[src/hw/mem_subsys_config.svh]
//######################################
// Memory subsystem parameters
//######################################

`ifndef MEM_SUBSYS_CONFIG_SVH
`define MEM_SUBSYS_CONFIG_SVH

// Bus widths
`define MEM_ADDR_W 32 // Byte address
`define MEM_DATA_W 32

// RAM geometry and timing
`define MEM_WORDS 256
`define MEM_WAIT 2 // Wait states before ready

`endif

[src/hw/mem_bus_pkg.sv]
//######################################
// Memory bus datapath types
//######################################

`include "mem_subsys_config.svh"

package mem_bus_pkg;

	// Byte address as seen on every port
	typedef logic [`MEM_ADDR_W-1:0] mem_addr_t;

	typedef logic [`MEM_DATA_W-1:0] mem_data_t;

	// Word index into the RAM, address bits above the byte offset
	typedef logic [$clog2(`MEM_WORDS)-1:0] mem_index_t;

endpackage

[src/hw/arb_pkg.sv]
//######################################
// Arbitration types
//######################################

`include "mem_subsys_config.svh"

package arb_pkg;

	typedef enum logic [1:0] {
		ARB_IDLE    = 2'd0, // Bus free, sampling requests
		ARB_SERVE_A = 2'd1,
		ARB_SERVE_B = 2'd2,
		ARB_SERVE_C = 2'd3
	} arb_state_e;

	// Which port currently owns the bus
	typedef enum logic [1:0] {
		GRANT_NONE = 2'd0,
		GRANT_A    = 2'd1,
		GRANT_B    = 2'd2,
		GRANT_C    = 2'd3
	} grant_e;

endpackage

[src/hw/mem_bus_if.sv]
//######################################
// Request/ready memory bus
//######################################

`timescale 1ns/100ps

interface mem_bus_if import mem_bus_pkg::*; ();

	logic      request; // Held until ready
	logic      rw;      // 1 = write
	mem_addr_t address;
	mem_data_t wdata;
	logic      ready;   // One-cycle pulse
	mem_data_t rdata;   // Valid with ready on reads

	modport initiator (
		output request, rw, address, wdata,
		input  ready, rdata
	);

	modport target (
		input  request, rw, address, wdata,
		output ready, rdata
	);

	// Observation only
	modport monitor (
		input request, rw, address, wdata, ready, rdata
	);

endinterface

[src/hw/request_mux.sv]
//######################################
// Port to bus steering
//######################################

`timescale 1ns/100ps

module request_mux import mem_bus_pkg::*, arb_pkg::*; (
	input  grant_e    i_grant,
	input  logic      i_bus_request,
	mem_bus_if.target    port_a,
	mem_bus_if.target    port_b,
	mem_bus_if.target    port_c,
	mem_bus_if.initiator bus
);

	mem_data_t rdata_bcast; // Shared by all ports

	// Granted port's fields onto the bus
	always_comb begin
		bus.request = i_bus_request;
		bus.rw      = 1'b0;
		bus.address = '0;
		bus.wdata   = '0;

		case (i_grant)
			GRANT_A: begin
				bus.rw      = port_a.rw;
				bus.address = port_a.address;
				bus.wdata   = port_a.wdata;
			end
			GRANT_B: begin
				bus.rw      = port_b.rw;
				bus.address = port_b.address;
				bus.wdata   = port_b.wdata;
			end
			GRANT_C: begin
				bus.rw      = port_c.rw;
				bus.address = port_c.address;
				bus.wdata   = port_c.wdata;
			end
			default: begin
				// Nothing granted, bus stays zero
				bus.rw      = 1'b0;
				bus.address = '0;
				bus.wdata   = '0;
			end
		endcase
	end

	// Ready only reaches the owner
	assign port_a.ready = bus.ready && (i_grant == GRANT_A);
	assign port_b.ready = bus.ready && (i_grant == GRANT_B);
	assign port_c.ready = bus.ready && (i_grant == GRANT_C);

	// Read data is broadcast, meaningful only with that port's ready
	assign rdata_bcast  = bus.rdata;
	assign port_a.rdata = rdata_bcast;
	assign port_b.rdata = rdata_bcast;
	assign port_c.rdata = rdata_bcast;

endmodule

[src/flat_wrapper.sv]
// flat-port wrapper written by rule: the top's interface ports become plain ports
module request_mux_flat import mem_bus_pkg::*, arb_pkg::*;
  (i_grant, i_bus_request, port_a_request, port_a_rw, port_a_address, port_a_wdata, port_a_ready, port_a_rdata, port_b_request, port_b_rw, port_b_address, port_b_wdata, port_b_ready, port_b_rdata, port_c_request, port_c_rw, port_c_address, port_c_wdata, port_c_ready, port_c_rdata, bus_request, bus_rw, bus_address, bus_wdata, bus_ready, bus_rdata);
  mem_bus_if port_a_i ();
  mem_bus_if port_b_i ();
  mem_bus_if port_c_i ();
  mem_bus_if bus_i ();
  input  grant_e i_grant;
  input  logic i_bus_request;
  input wire logic [$bits(port_a_i.request)-1:0] port_a_request;
  input wire logic [$bits(port_a_i.rw)-1:0] port_a_rw;
  input wire logic [$bits(port_a_i.address)-1:0] port_a_address;
  input wire logic [$bits(port_a_i.wdata)-1:0] port_a_wdata;
  output wire logic [$bits(port_a_i.ready)-1:0] port_a_ready;
  output wire logic [$bits(port_a_i.rdata)-1:0] port_a_rdata;
  input wire logic [$bits(port_b_i.request)-1:0] port_b_request;
  input wire logic [$bits(port_b_i.rw)-1:0] port_b_rw;
  input wire logic [$bits(port_b_i.address)-1:0] port_b_address;
  input wire logic [$bits(port_b_i.wdata)-1:0] port_b_wdata;
  output wire logic [$bits(port_b_i.ready)-1:0] port_b_ready;
  output wire logic [$bits(port_b_i.rdata)-1:0] port_b_rdata;
  input wire logic [$bits(port_c_i.request)-1:0] port_c_request;
  input wire logic [$bits(port_c_i.rw)-1:0] port_c_rw;
  input wire logic [$bits(port_c_i.address)-1:0] port_c_address;
  input wire logic [$bits(port_c_i.wdata)-1:0] port_c_wdata;
  output wire logic [$bits(port_c_i.ready)-1:0] port_c_ready;
  output wire logic [$bits(port_c_i.rdata)-1:0] port_c_rdata;
  output wire logic [$bits(bus_i.request)-1:0] bus_request;
  output wire logic [$bits(bus_i.rw)-1:0] bus_rw;
  output wire logic [$bits(bus_i.address)-1:0] bus_address;
  output wire logic [$bits(bus_i.wdata)-1:0] bus_wdata;
  input wire logic [$bits(bus_i.ready)-1:0] bus_ready;
  input wire logic [$bits(bus_i.rdata)-1:0] bus_rdata;
  assign port_a_i.request = port_a_request;
  assign port_a_i.rw = port_a_rw;
  assign port_a_i.address = port_a_address;
  assign port_a_i.wdata = port_a_wdata;
  assign port_a_ready = port_a_i.ready;
  assign port_a_rdata = port_a_i.rdata;
  assign port_b_i.request = port_b_request;
  assign port_b_i.rw = port_b_rw;
  assign port_b_i.address = port_b_address;
  assign port_b_i.wdata = port_b_wdata;
  assign port_b_ready = port_b_i.ready;
  assign port_b_rdata = port_b_i.rdata;
  assign port_c_i.request = port_c_request;
  assign port_c_i.rw = port_c_rw;
  assign port_c_i.address = port_c_address;
  assign port_c_i.wdata = port_c_wdata;
  assign port_c_ready = port_c_i.ready;
  assign port_c_rdata = port_c_i.rdata;
  assign bus_request = bus_i.request;
  assign bus_rw = bus_i.rw;
  assign bus_address = bus_i.address;
  assign bus_wdata = bus_i.wdata;
  assign bus_i.ready = bus_ready;
  assign bus_i.rdata = bus_rdata;
  request_mux u_core (.i_grant(i_grant), .i_bus_request(i_bus_request), .port_a(port_a_i), .port_b(port_b_i), .port_c(port_c_i), .bus(bus_i));
endmodule
[config.mk]
export PLATFORM = sky130hd
export DESIGN_NAME = request_mux_flat
export DESIGN_NICKNAME = d
export VERILOG_FILES = /design/src/hw/mem_bus_pkg.sv /design/src/hw/arb_pkg.sv /design/src/hw/mem_bus_if.sv /design/src/hw/request_mux.sv /design/src/flat_wrapper.sv
export VERILOG_INCLUDE_DIRS = /design/src /design/src/hw
export SDC_FILE = /design/constraint.sdc
export NUM_CORES = 1
export LEC_CHECK = 0
export BUFFER_PORTS_ARGS = -buffer_cell sky130_fd_sc_hd__buf_4
export CAP_MARGIN = 20
export CORE_AREA = 3 3 155 157
export DETAILED_ROUTE_END_ITERATION = 8
export DIE_AREA = 0 0 158 160
export PLACE_DENSITY = 0.47
export SKIP_LAST_GASP = 1
export SLEW_MARGIN = 15
export SYNTH_ARGS = -nofsm -noshare
export SYNTH_HDL_FRONTEND = slang
export SYNTH_SLANG_ARGS = --single-unit
[constraint.sdc]
create_clock -name vclk -period 3.6
set_clock_uncertainty 0.1 [all_clocks]
set_input_delay 0.9 -clock vclk [all_inputs]
set_output_delay 0.9 -clock vclk [all_outputs]
set_load 0.01 [all_outputs]
==> impl_metrics.yaml <==
worst_setup_path:
  critPathTopFamily: "buffers and inverters"
  crit_type: "input pin to output pin"
  arrival_ps: 2110
  crit_top_cell: "buf_4"
  startpoint_type: "input pin"
  path_cells: "buf_4 > buf_4 > mux2_2 > a22o_1 > buf_4"
  cp_max_fo: 11
  slowest_delay_ps: 360
  required_ps: 2600
  crit_buf_inv: 3
  end_kind: "output pin"
  cp_slowest_cell: "mux2_2"
drt:
  route.detailed.drc: 0
  drt-vias-per-instance: 3.57
  via_count: 2469
  wl_mm: 10.2
  first_iter_violations: 81
  ant_nets: 0
  drtPass1Iterations: 4
  wire_per_inst_um: 14.8
clock_tree:
  post_cts.repair.setup_buffers: 0
  cts_resized: 0
  cts_hold_buf: 0
finish:
  drive_gt1_frac: 0.830
  seq_cell_count: 0
  clock_buffers: 0
  fin_nets: 643
  synthToLayoutAreaGrowth_pct: 69.2
  layout.cells.non_filler: 692
  seq_area_um2: 0
  diodes: 0
timing:
  slew_violations: 0
  setup_viol: 0
  rsz0062_at_grt: "false"
  min_period_over_period: 0.865
  finalHoldViolations: 0
  fin_crit_ps: 3110
  worst-slew-pin-transition_ps: 264
  slew_headroom: 0.824
  max_freq_mhz: 321
  setup_tns_ps: 0
floorplanning:
  start_util: 0.101
  die_x_um: 158
  die_h_um: 160
  dieArea_um2: 25300
  rows: 55
  coreArea_um2: 22600
  ios: 399
power:
  switchingPower_mw: 0.172
  combinationalPowerShare: 1.000
  power.density_nw_per_um2: 129
  vdd_ir_drop_max_mv: 0.0386
  p_leak_nw: 2.01
  total_power_mw: 0.503
  seq_power_share: 0
  p_sw_frac: 0.343
  power.internal_mw: 0.330
  pwr-share-clk: 0
worst_hold_path:
  hold_class: "input pin to output pin"
  min_to: "port_b_rdata[24]"
  hold_start: "bus_rdata[24]"
  hold_path_depth: 0
run:
  cap_violations: 0
grt:
  grt_max_degree: 51
  grt_pass1_wl_mm: 13.9
  gr-usage-all-layers: 0.0689
  grt-ovfl-total: 0
  grt_pass1_vias: 2547
  antenna_found_initial: 0
logic_synthesis:
  ys_types: 12
  syn_area_um2: 2290
  synth_fp_nets: 488
  netlist_instances: 254
  synth_warnings: 0
  yosysTopAreaCell: "buf_4"
  syn_area_per_cell_um2: 9.03
  synth_top_area_frac: 0.317
  seq_area_frac_synth: 0
  synth_area_leaders: "buf_4 (32%), a22o_1 (25%), mux2_4 (18%), mux2_2 (18%), buf_6 (2.5%)"
placed_design:
  io_buffers: 266
  hpwl_mm: 8.59
  dp.cells: 692
  place.gp.congestion: 0.669
outcome:
  status: "complete, no violations"
-- layout make-up --
type                            instances  area, um^2
Fill cell                            2549       18800
Multi-Input combinational cell        135        1440
Tap cell                              285         357
Timing Repair Buffer                  272        2090
-- synthesized netlist by cell type --
master / instances
nand2_1: 1
and2b_1: 1
and2_1: 1
buf_6: 5
nor2_1: 1
and3_1: 1
mux2_2: 37
mux2_4: 28
a22o_1: 65
clkbuf_1: 7
buf_2: 10
buf_4: 97
-- per-stage QoR --
step,hold slack (ps),setup WS [ps],cell area (um^2),utilization
after floorplan,1790,814,2290,-
after global placement,1700,457,3880,0.172
after detailed placement,1700,454,3880,0.172
after CTS,1700,455,3880,0.172
after global routing,1700,429,3880,0.172
final,1700,486,3880,0.172
-- kinds of logic after synthesis --
group	share of synthesized area
buffers and inverters	0.375
and+or+nand+nor	0.0120
AOI/OAI and AO/OA	0.248
muxes	0.365
-- per-layer routing --
metal  track usage  wire length [um]  part of all wire  up-vias
met5             0                 0                 0        -
met4       0.00939               148             0.014        0
met3        0.0260              1300              0.13       18
met2         0.127              5010              0.49      185
met1        0.0766              3750              0.37     1120
li1              -                 -                 -     1146
-- placed cells by master (no fill, tap or decap) --
cell,instances
nand2_1,1
nor2_1,1
buf_4,268
mux2_4,28
and2b_2,1
and3_1,1
a22o_1,65
buf_12,4
and2_1,1
mux2_2,37
-- power groups by stage --
stage	Clock [mW]	Combinational, mW	Sequential, mW
final	0	0.503	0
after global routing	0	0.541	0
after CTS	0	0.512	0
after detailed placement	0	0.510	0
after global placement	0	0.509	0
after floorplan	0	0.326	0
-- worst max-delay path by stage --
stage                           from         endpoint  slack (ps)  cells past startpoint
after floorplan           i_grant[1]  bus_address[26]         810                      5
after global placement    i_grant[1]  bus_address[31]         460                      5
after detailed placement  i_grant[1]  bus_address[31]         450                      5
after CTS                 i_grant[1]  bus_address[31]         450                      5
after global routing      i_grant[1]  bus_address[31]         430                      5
final                     i_grant[1]  bus_address[31]         490                      5
No activity file was read; power rests on OpenSTA's default activity.
