<file path="src/hw/mem_subsys_config.svh">
//######################################
// Memory subsystem parameters
//######################################

`ifndef MEM_SUBSYS_CONFIG_SVH
`define MEM_SUBSYS_CONFIG_SVH

// Bus widths
`define MEM_ADDR_W 32 // Byte address
`define MEM_DATA_W 32

// RAM geometry and timing
`define MEM_WORDS 256
`define MEM_WAIT 2 // Wait states before ready

`endif

</file>
<file path="src/hw/arb_pkg.sv">
//######################################
// Arbitration types
//######################################

`include "mem_subsys_config.svh"

package arb_pkg;

	typedef enum logic [1:0] {
		ARB_IDLE    = 2'd0, // Bus free, sampling requests
		ARB_SERVE_A = 2'd1,
		ARB_SERVE_B = 2'd2,
		ARB_SERVE_C = 2'd3
	} arb_state_e;

	// Which port currently owns the bus
	typedef enum logic [1:0] {
		GRANT_NONE = 2'd0,
		GRANT_A    = 2'd1,
		GRANT_B    = 2'd2,
		GRANT_C    = 2'd3
	} grant_e;

endpackage

</file>
<file path="src/hw/port_arbiter.sv">
//######################################
// Fixed-priority bus arbiter
//######################################

`timescale 1ns/100ps

module port_arbiter import arb_pkg::*; (
	input  logic       i_clock,
	input  logic       i_rst_n,
	input  logic [2:0] i_port_request, // A in bit 0, highest priority
	input  logic       i_bus_ready,
	output grant_e     o_grant,
	output logic       o_bus_request
);

	arb_state_e state;
	arb_state_e next_state;
	grant_e     next_grant;

	// Next state
	always_comb begin
		next_state = state;

		case (state)
			// Only pick a new owner while the bus is free
			ARB_IDLE: begin
				if (i_port_request[0]) begin
					next_state = ARB_SERVE_A;
				end else if (i_port_request[1]) begin
					next_state = ARB_SERVE_B;
				end else if (i_port_request[2]) begin
					next_state = ARB_SERVE_C;
				end
			end

			// Hold the owner until the RAM answers
			ARB_SERVE_A,
			ARB_SERVE_B,
			ARB_SERVE_C: begin
				if (i_bus_ready) begin
					next_state = ARB_IDLE;
				end
			end

			default: next_state = ARB_IDLE;
		endcase
	end

	// Grant that goes with the next state
	always_comb begin
		case (next_state)
			ARB_SERVE_A: next_grant = GRANT_A;
			ARB_SERVE_B: next_grant = GRANT_B;
			ARB_SERVE_C: next_grant = GRANT_C;
			default:     next_grant = GRANT_NONE;
		endcase
	end

	// Outputs registered together with the state
	always_ff @(posedge i_clock or negedge i_rst_n) begin
		if (!i_rst_n) begin
			state         <= ARB_IDLE;
			o_grant       <= GRANT_NONE;
			o_bus_request <= 1'b0;
		end else begin
			state         <= next_state;
			o_grant       <= next_grant;
			o_bus_request <= (next_state != ARB_IDLE); // Drops on the ready edge
		end
	end

endmodule

</file>
<file path="config.mk">
export PLATFORM = sky130hd
export DESIGN_NAME = port_arbiter
export DESIGN_NICKNAME = d
export VERILOG_FILES = /design/src/hw/arb_pkg.sv /design/src/hw/port_arbiter.sv
export VERILOG_INCLUDE_DIRS = /design/src /design/src/hw
export SDC_FILE = /design/constraint.sdc
export NUM_CORES = 1
export LEC_CHECK = 0
export ABC_AREA = 1
export BUFFER_PORTS_ARGS = -buffer_cell sky130_fd_sc_hd__buf_4
export CAP_MARGIN = 10
export CORE_AREA = 2 2 39 41
export DETAILED_ROUTE_END_ITERATION = 8
export DIE_AREA = 0 0 41 43
export GPL_TIMING_DRIVEN = 0
export PLACE_DENSITY = 0.34
export SLEW_MARGIN = 20
export SYNTH_ARGS = -nofsm -noshare
export SYNTH_HDL_FRONTEND = slang
export SYNTH_SLANG_ARGS = --single-unit
</file>
<file path="constraint.sdc">
create_clock -name i_clock -period 0.86 [get_ports i_clock]
set_input_delay 0.043 -clock i_clock [delete_from_list [all_inputs] [get_ports i_clock]]
set_output_delay 0.043 -clock i_clock [all_outputs]
set_load 0.03 [all_outputs]
</file>
==> out/qor.csv, run 1 <==
metric,value,unit
die width,41,um
DR vias,166,
post-CTS setup buffer count,0,
fmax,1.06,GHz
mapped cell area,190,um2
dominant combinational cell family by area after synthesis,simple AND/OR/NAND/NOR gates,
Hold WS,115,ps
pin count of the biggest net entering global routing,5,
power per standard cell area,3390,nW/um2
Setup WS post-layout,-79.5,ps
RSZ-0062 raised after global routing,true,
worst setup path class,register to output pin,
Slew Limit Fails,0,
DRC Markers,0,
total track usage,0.0614,
Worst-Margin Slew,130,ps
Placement Rows,14,
share of layout cells above drive strength 1,0.588,
gp weighted congestion,0.624,
"Warnings, synthesis",0,
Hold WC Path Type,input port to register,
drt first pass iters,2,
initial core utilization,0.137,
vias per cell,3.32,
first-pass GRT wire length,641,um
CTS tree,yes,
cells after synthesis,22,
Sink Count,4,
Synth Area in Adders,0,
failing checks,setup timing,
worst min-delay path endpoint,state[0],
DRT iter0 DRCs,2,
post-synthesis simple-gate area fraction,0.309,
Final Non-Filler Cells,50,
syn_nets,28,
Num CTS Buffers,3,
Worst Path Required,820,ps
# placed instances,46,
crit-path max FO,4,
Layout fillers,155,
Worst-Skew Late Latency,230,ps
Routed WL per cell,7.70,um
clk_skew,2.28,ps
register bit total from synthesis,4,
max_slew headroom,0.913,
fin crit share,1.09,
Top Ports,9,
start point of the worst min-delay path,i_bus_ready,
r2r setup slk,-40,ps
r2r endpoint,o_bus_request,
leakage,0.174,nW
Critical Path Sink Type,output pin,
reg2reg start,state[0],
H-tree levels,1,
CTS root buf,clkbuf_4,
hold-critical path depth,4,
initial antenna violation count,0,
Reg2Reg Depth,4,
clock slew at reported path FFs,40,ps
port bufs,8,
Synth Area in Compound Gates,0.0263,
final setup fails,3,
core area,1380,um2
Worst Path Arrival,900,ps
mux contribution to synthesized area,0,
Layout area overhead,66.4,%
status,"finished, violations left",
GRT Residual Overflow,0,
Tmin final,939,ps
nature of the critical path startpoint,register,
post-synthesis average cell area,8.64,um2
NumNets Final,42,
die area,1760,um2
routed wire length,385,um
Die H,43,um
XOR/XNOR Fraction of Synth Area,0,
vias in the first global route,172,
ANT nets after route,0,
Peak VDD IR,0.000999,V
post-synthesis sequential area ratio,0.526,
CTS Buffer Depth,2,
max-cap viol count,0,
antenna cells,0,
DP HPWL,316,um
Synth cell types,9,
Fin. Hold Viols,0,
-- layout by cell type (no fill, tap or decap), drive strengths merged --
cell type    n
inv          5
clkbuf       3
nor2         1
nand2        8
dfrtp        4
nand3        2
buf          9
dlygate4sd3  1
o21ai        1
-- kinds of logic after synthesis --
logic type,count (synthesis)
compound gates,1
buf+inv,6
flops,4
simple gates,11
-- per-stage QoR --
step / utilization / setup slack (ps) / total power [mW] / instance area, um2 / TNS [ps]
after CTS: 0.224 / -98.2 / 1.08 / 310 / -221
after global placement: 0.195 / -65.0 / 0.789 / 270 / -109
after detailed placement: 0.195 / -49.9 / 0.791 / 270 / -87.1
after global routing: 0.229 / -122 / 1.17 / 317 / -355
after floorplan: - / 0.474 / 0.632 / 190 / 0
final: 0.229 / -79.5 / 1.07 / 317 / -130
-- where the power goes --
group	total [mW]	switching, mW	internal, mW
Combinational	0.516	0.287	0.229
Clock	0.228	0.0721	0.156
Sequential	0.330	0.0524	0.277
-- worst max-delay path: stages (launching register included) --
cell     delay [ps]
dfrtp_2         420
buf_6           120
buf_6           120
-- area by class of cell --
| class | count | area [um2] | share of cell area |
|---|---|---|---|
| Buffer | 1 | 11.3 | 0.0356 |
| Clock buffer | 3 | 22.5 | 0.0711 |
| Inverter | 5 | 18.8 | 0.0593 |
| Multi-Input combinational cell | 12 | 68.8 | 0.217 |
| Sequential cell | 4 | 101 | 0.320 |
| Tap cell | 16 | 20.0 | 0.0632 |
| Timing Repair Buffer | 9 | 73.8 | 0.233 |
-- sequential cells by signal, summed over array words and instances (netlist names) --
| register | count |
|---|---|
| state | 2 |
| o_grant | 1 |
| o_bus_request | 1 |
-- timing repair --
item | CTS | global route
endpoints found under the setup margin | 3 | 4
gates resized for setup | 2 | 4
hold buffers | 1 | 0
endpoints found under the hold margin | 4 | 0
pin swaps | 0 | 0
-- worst max path at each step --
stage             start            end  slack [ps]
2_1_floorplan  state[0]  o_bus_request         0.5
3_3_place_gp   state[0]  o_bus_request         -70
3_5_place_dp   state[0]  o_bus_request         -50
4_1_cts        state[0]     o_grant[0]        -100
5_1_grt        state[0]  o_bus_request        -120
6_report       state[0]     o_grant[0]         -80
-- Yosys cell counts --
library cell | number | area [um2]
inv_1 | 4 | 15.0
nand2_1 | 7 | 26.3
nand3_2 | 2 | 20.0
inv_2 | 1 | 3.75
o21ai_0 | 1 | 5.00
dfrtp_1 | 4 | 100
buf_4 | 1 | 7.51
nor2_2 | 1 | 6.26
nand2_2 | 1 | 6.26
-- routing by layer --
layer	GRT usage	vias to the layer above	wire, um
li1	-	88	-
met1	0.0682	69	180
met2	0.0625	9	153
met3	0.0262	0	51
met4	0.100	0	0
met5	0	-	0
(Power assumes the default switching activity.)
==> run 2, diff against run 1 <==
Settings changed: REMOVE_ABC_BUFFERS from default to 1.
==> run 2 against run 1 <==
The run still ends with setup timing left. Critical path type is now register to register. Sequential power about the same. Cell area is 3.6% lower. Combinational power shrank 9.3%. Core utilization shrank 0.81 points. Largest cell class unchanged. Setup slack better by 61 ps. Final cell count unchanged. First-iteration DRC count fell by 50%. Largest power group unchanged. Critical path depth increased by 2.
==> out/qor.csv, run 2 (synthesis gave the netlist of run 1 again) <==
metric,value,unit,change
RSZ-0062 raised after global routing,true,,
r2r setup slk,-20,ps,+20 ps
port bufs,8,,unchanged
failing checks,setup timing,,
clock slew at reported path FFs,40,ps,about the same
"commonest non-fill, non-tap cell in the layout",buf_4,,
pin count of the biggest net entering global routing,5,,unchanged
leakage,0.173,nW,-0.53%
crit-path max FO,4,,unchanged
antenna cells,0,,unchanged
clk_skew,2.93,ps,+0.644 ps
NumNets Final,42,,unchanged
die area,1760,um2,unchanged
max_slew headroom,0.896,,-0.0172
DRC Markers,0,,unchanged
Slew Limit Fails,0,,unchanged
Setup WS post-layout,-18.1,ps,+61.4 ps
DRT iter0 DRCs,1,,-1
initial antenna violation count,0,,unchanged
core area,1380,um2,unchanged
Hold WS,99.5,ps,-15.4 ps
Peak VDD IR,0.00110,V,+11%
GRT Residual Overflow,0,,unchanged
worst setup path class,register to register,,
Top delay family on crit path,flip-flops,,
drt first pass iters,2,,unchanged
share of layout cells above drive strength 1,0.529,,-0.0588
CTS Buffer Depth,2,,unchanged
slowest CP cell,dfrtp_1,,
Die H,43,um,unchanged
H-tree levels,1,,unchanged
initial core utilization,0.137,,unchanged
Worst-Skew Late Latency,230,ps,about the same
max-cap viol count,0,,unchanged
fmax,1.14,GHz,+7.0%
Num CTS Buffers,3,,unchanged
Top Ports,9,,unchanged
DP HPWL,299,um,-5.7%
Tmin final,878,ps,-61.4 ps
CTS root buf,clkbuf_4,,
routed wire length,395,um,+2.6%
gp weighted congestion,0.638,,+2.1%
DR vias,170,,+2.4%
status,"finished, violations left",,
first-pass GRT wire length,676,um,+5.5%
nature of the critical path startpoint,register,,
vias in the first global route,184,,+7.0%
die width,41,um,unchanged
ANT nets after route,0,,unchanged
Worst Path Required,980,ps,+160 ps
Critical Path Sink Type,register,,
max reg flops,2,,unchanged
biggest regs,"state: 2 flops, o_bus_request: 1 flops, o_grant: 1 flops",,
Crit path buffers/inverters,0,,-2
total track usage,0.0635,,+0.00208
Critical Path Max Stage Delay,410,ps,about the same
Layout area overhead,60.5,%,
Sink Count,4,,unchanged
Hold WC Path Type,input port to register,,
vias per cell,3.40,,+2.4%
"commonest non-fill, non-tap cells in the layout","buf_4 (9), nand2_1 (6), inv_1 (4), dfrtp_1 (4), clkbuf_4 (3)",,
Worst-Margin Slew,156,ps,+25.9 ps
final setup fails,2,,-1
crit path cell chain,o21ai_1 > nand2_1 > nand2_2 > nand3_2,,
Fin. Hold Viols,0,,unchanged
CTS tree,yes,,
"Power, Total",1.03,mW,-4.3%
Biggest register,state,,
fin crit share,1.02,,-0.0713
Routed WL per cell,7.90,um,+2.6%
Worst Path Arrival,1000,ps,+100 ps
power per standard cell area,3370,nW/um2,-0.72%
Placement Rows,14,,unchanged
==> run 2: report_power, final <==
| part | internal (mW) | switching (mW) |
|---|---|---|
| Clock | 0.156 | 0.0764 |
| Sequential | 0.272 | 0.0548 |
| Combinational | 0.197 | 0.271 |
| Total | 0.626 | 0.402 |
==> run 2: worst paths after layout <==
check	from	end	depth (start not counted)
worst max-delay path	state[0]	o_bus_request	4
worst min-delay path	i_bus_ready	state[0]	4
worst max register to register	state[0]	o_bus_request	4
worst min register to register	state[1]	o_grant[1]	2
max in group asynchronous	i_rst_n	state[1]	2
min in group asynchronous	i_rst_n	o_bus_request	2
==> run 2: timing repair <==
item | 4_1_cts | 5_1_grt
buffers inserted | 1 | 0
hold buffers | 1 | 0
pin swaps | 2 | 0
hold endpoints to repair | 4 | 0
resized for setup | 2 | 0
setup endpoints to repair | 3 | 3
==> run 2: stage by stage <==
| step | cells | area, um2 | util | TNS, ps | worst slack [ps] |
|---|---|---|---|---|---|
| after floorplan | 21 | 183 | - | -329 | -150 |
| after global placement | 45 | 263 | 0.190 | -83.9 | -55.1 |
| after detailed placement | 45 | 263 | 0.190 | -114 | -66.1 |
| after CTS | 50 | 305 | 0.221 | -36.3 | -19.6 |
| after global routing | 50 | 305 | 0.221 | -175 | -81.3 |
| final | 50 | 305 | 0.221 | -31.4 | -18.1 |
==> run 2: area by class of cell <==
class | count | area, um2
fillers | 156 | 1080
flip-flops and latches | 4 | 100
repair buffers | 10 | 77.6
multi-input cells | 12 | 66.3
clock buffers | 3 | 22.5
well taps | 16 | 20.0
inverters | 5 | 18.8
==> run 2: worst min-delay path, delay by kind of cell <==
| kind | cells | cell delay, ps |
|---|---|---|
| AND/OR/NAND/NOR | 2 | 130 |
| buffers and inverters | 2 | 120 |
==> run 2: routing by layer <==
| layer | global-route usage | wire length (um) | part of all wire | up-vias |
|---|---|---|---|---|
| li1 | - | - | - | 88 |
| met1 | 0.0619 | 154 | 0.39 | 74 |
| met5 | 0 | 0 | 0 | - |
| met4 | 0.0800 | 7 | 0.018 | 0 |
| met2 | 0.0813 | 178 | 0.45 | 6 |
| met3 | 0.0314 | 54 | 0.14 | 2 |
==> run 3, diff against run 2 <==
Settings changed: ABC_AREA 1 to default, PLACE_DENSITY 0.34 to 0.32.
==> run 3 against run 2 <==
The run still ends with setup timing left. Synthesized cell count down 27%. Register-to-register slack worse by 120 ps. Via count is the same. Final cell count fell by 8.0%. Sequential power decreased by 7.3%. Sequential share of layout area fell by 1.9 points. Non-clock buffer count grew 2. Combinational power rose by 19%. Clock power down 4%. Cell area up 6.1%. Setup slack got worse by 120 ps. Critical path type unchanged.
==> out/qor.csv, run 3 <==
metric,value,unit,change
NetSw,0.378,mW,-6.1%
Routed WL per cell,8.54,um,+8.1%
first-pass GRT wire length,600,um,-11%
CTS Buffer Depth,2,,unchanged
Worst-Margin Slew,215,ps,+59.8 ps
Critical Path Sink Type,register,,
gp weighted congestion,0.656,,+2.8%
"commonest non-fill, non-tap cells in the layout","buf_4 (10), dfrtp_1 (4), inv_1 (3), clkbuf_4 (3)",,
failing checks,setup timing,,
Reg power frac,0.280,,-0.038
Most used DFF post-synth,dfrtp_1,,
most frequent cells after synthesis,"dfrtp_1 (4), inv_1 (3), a21oi_1 (2), o32ai_1 (2)",,
CTS root buf,clkbuf_4,,
Critical Path Max Stage Delay,370,ps,-40 ps
DRC Markers,0,,unchanged
top-area cell type share of the netlist area,0.584,,+0.0576
Top delay family on crit path,flip-flops,,
share of layout cells above drive strength 1,0.600,,+0.0706
# placed instances,39,,-13%
Worst-Skew Late Latency,230,ps,about the same
fmax,0.999,GHz,-12%
Hold WS,27.7,ps,-71.8 ps
vias in the first global route,158,,-14%
Top Ports,9,,unchanged
max reg flops,2,,unchanged
pin count of the biggest net entering global routing,6,,+1
CTS tree,yes,,
crit-path max FO,5,,+1
power per standard cell area,3340,nW/um2,-0.89%
"Async S/R FF share, synth",1.00,,unchanged
"area leader, netlist",dfrtp_1,,
worst setup path class,register to register,,
slowest CP cell,dfrtp_1,,
drt first pass iters,1,,-1
Setup Slack @ Placement,-183,ps,-117 ps
status,"finished, violations left",,
die area,1760,um2,unchanged
DRT iter0 DRCs,0,,-1
Die H,43,um,unchanged
Layout area overhead,89.1,%,
final setup TNS,-439,ps,-408 ps
Worst Path Required,990,ps,about the same
initial core utilization,0.124,,-0.0136
cells after synthesis,16,,-27%
ANT nets after route,0,,unchanged
area of the multi-input gates,73.8,um2,+11%
clock slew at reported path FFs,30,ps,about the same
"commonest non-fill, non-tap cell in the layout",buf_4,,
register bit total from synthesis,4,,unchanged
Worst Path Arrival,1140,ps,+140 ps
Peak VDD IR,0.000731,V,-34%
Sink Count,4,,unchanged
post-synthesis sequential area ratio,0.584,,+0.0576
post-synthesis average cell area,10.7,um2,+24%
vias per cell,3.70,,+8.7%
routed wire length,393,um,-0.51%
Crit path buffers/inverters,0,,unchanged
max_slew headroom,0.856,,-0.0404
RSZ-0062 raised after global routing,true,,
NumNets Final,38,,-9.5%
Num CTS Buffers,3,,unchanged
fin crit share,1.16,,+0.143
max-cap viol count,0,,unchanged
nature of the critical path startpoint,register,,
crit path cell chain,or2_4 > o32ai_2,,
Setup WS post-layout,-141,ps,-123 ps
Layout fillers,152,,-2.6%
core area,1380,um2,unchanged
Biggest register,state,,
leakage,0.152,nW,-12%
final setup fails,5,,+3
"top cells by area, synth","dfrtp_1 (58%), o32ai_1 (10%), inv_1 (6.6%)",,
Synth cell types,9,,unchanged
Slew Limit Fails,0,,unchanged
mapped cell area,171,um2,-9.9%
GRT Residual Overflow,0,,unchanged
Sw Ratio,0.349,,-0.0420
final core occ,0.234,,+0.0136
H-tree levels,1,,unchanged
clk_skew,0.740,ps,-2.19 ps
r2r setup slk,-140,ps,-120 ps
Fin. Hold Viols,0,,unchanged
number of synthesized flops with an enable pin,0,,unchanged
register area,100,um2,unchanged
Internal Power,0.704,mW,+12%
Tmin final,1000,ps,+123 ps
total track usage,0.0553,,-0.00818
antenna cells,0,,unchanged
Placement Rows,14,,unchanged
Gate power share,0.515,,+0.059
Final Non-Filler Cells,46,,-8.0%
biggest regs,"state: 2 flops, o_bus_request: 1 flops, o_grant: 1 flops",,
DR vias,170,,unchanged
"Warnings, synthesis",0,,unchanged
Hold WC Path Type,input port to register,,
clock share of power,0.205,,-0.021
die width,41,um,unchanged
port bufs,8,,unchanged
initial antenna violation count,0,,unchanged
most frequent cell after synthesis,dfrtp_1,,
run 3: cell count changes in the layout (fill, tap and decap cells not counted), sizes merged:
cell / change
a21oi: +2
buf: +2
inv: -2
nand2: -8
nand3: -2
nor4: +1
o21ai: -1
o22ai: +1
o32ai: +2
or2: +1
run 3: cell type report:
type / instances / area share
Sequential cell: 4 / 0.309
Clock buffer: 3 / 0.0695
Multi-Input combinational cell: 8 / 0.228
Tap cell: 16 / 0.0618
Timing Repair Buffer: 12 / 0.297
Inverter: 3 / 0.0347
run 3: path summary, 6_finish.rpt:
kind,depth (start not counted),to,start
min in group asynchronous,2,o_bus_request,i_rst_n
max in group asynchronous,2,state[0],i_rst_n
setup / recovery,2,state[1],state[1]
hold / removal,2,o_bus_request,i_bus_ready
hold reg to reg,2,o_bus_request,state[1]
setup reg to reg,2,state[1],state[1]
run 3: through the flow:
stage	area (um2)	power, mW
final	324	1.08
after global routing	324	1.16
after CTS	309	1.04
after detailed placement	244	0.705
after global placement	244	0.708
after floorplan	164	0.554
run 3: cell families (layout without fill, tap and decap cells):
family,count (synthesis),after routing,share of synthesized area
flops,4,4,0.584
simple gates,3,3,0.110
buf+inv,4,18,0.110
compound gates,5,5,0.197
run 3: what timing repair did:
action / in CTS / in global routing
hold endpoints to repair: 4 / 0
pin swaps: 1 / 1
hold buffers: 1 / 0
endpoints found under the setup margin: 4 / 5
setup buffers: 1 / 2
gates resized for setup: 4 / 0
run 3: power by group through the flow:
stage	registers, mW	logic, mW	clock network (mW)
floorplan	0.422	0.132	0
global placement	0.303	0.405	0
detailed placement	0.309	0.397	0
CTS	0.305	0.497	0.236
global route	0.310	0.602	0.244
finish	0.303	0.557	0.222
run 3: metal layers:
metal | up-vias | wire length [um] | global-route usage
li1 | 84 | - | -
met1 | 77 | 178 | 0.0615
met2 | 9 | 164 | 0.0656
met3 | 0 | 50 | 0.0314
met4 | 0 | 0 | 0.0600
met5 | - | 0 | 0
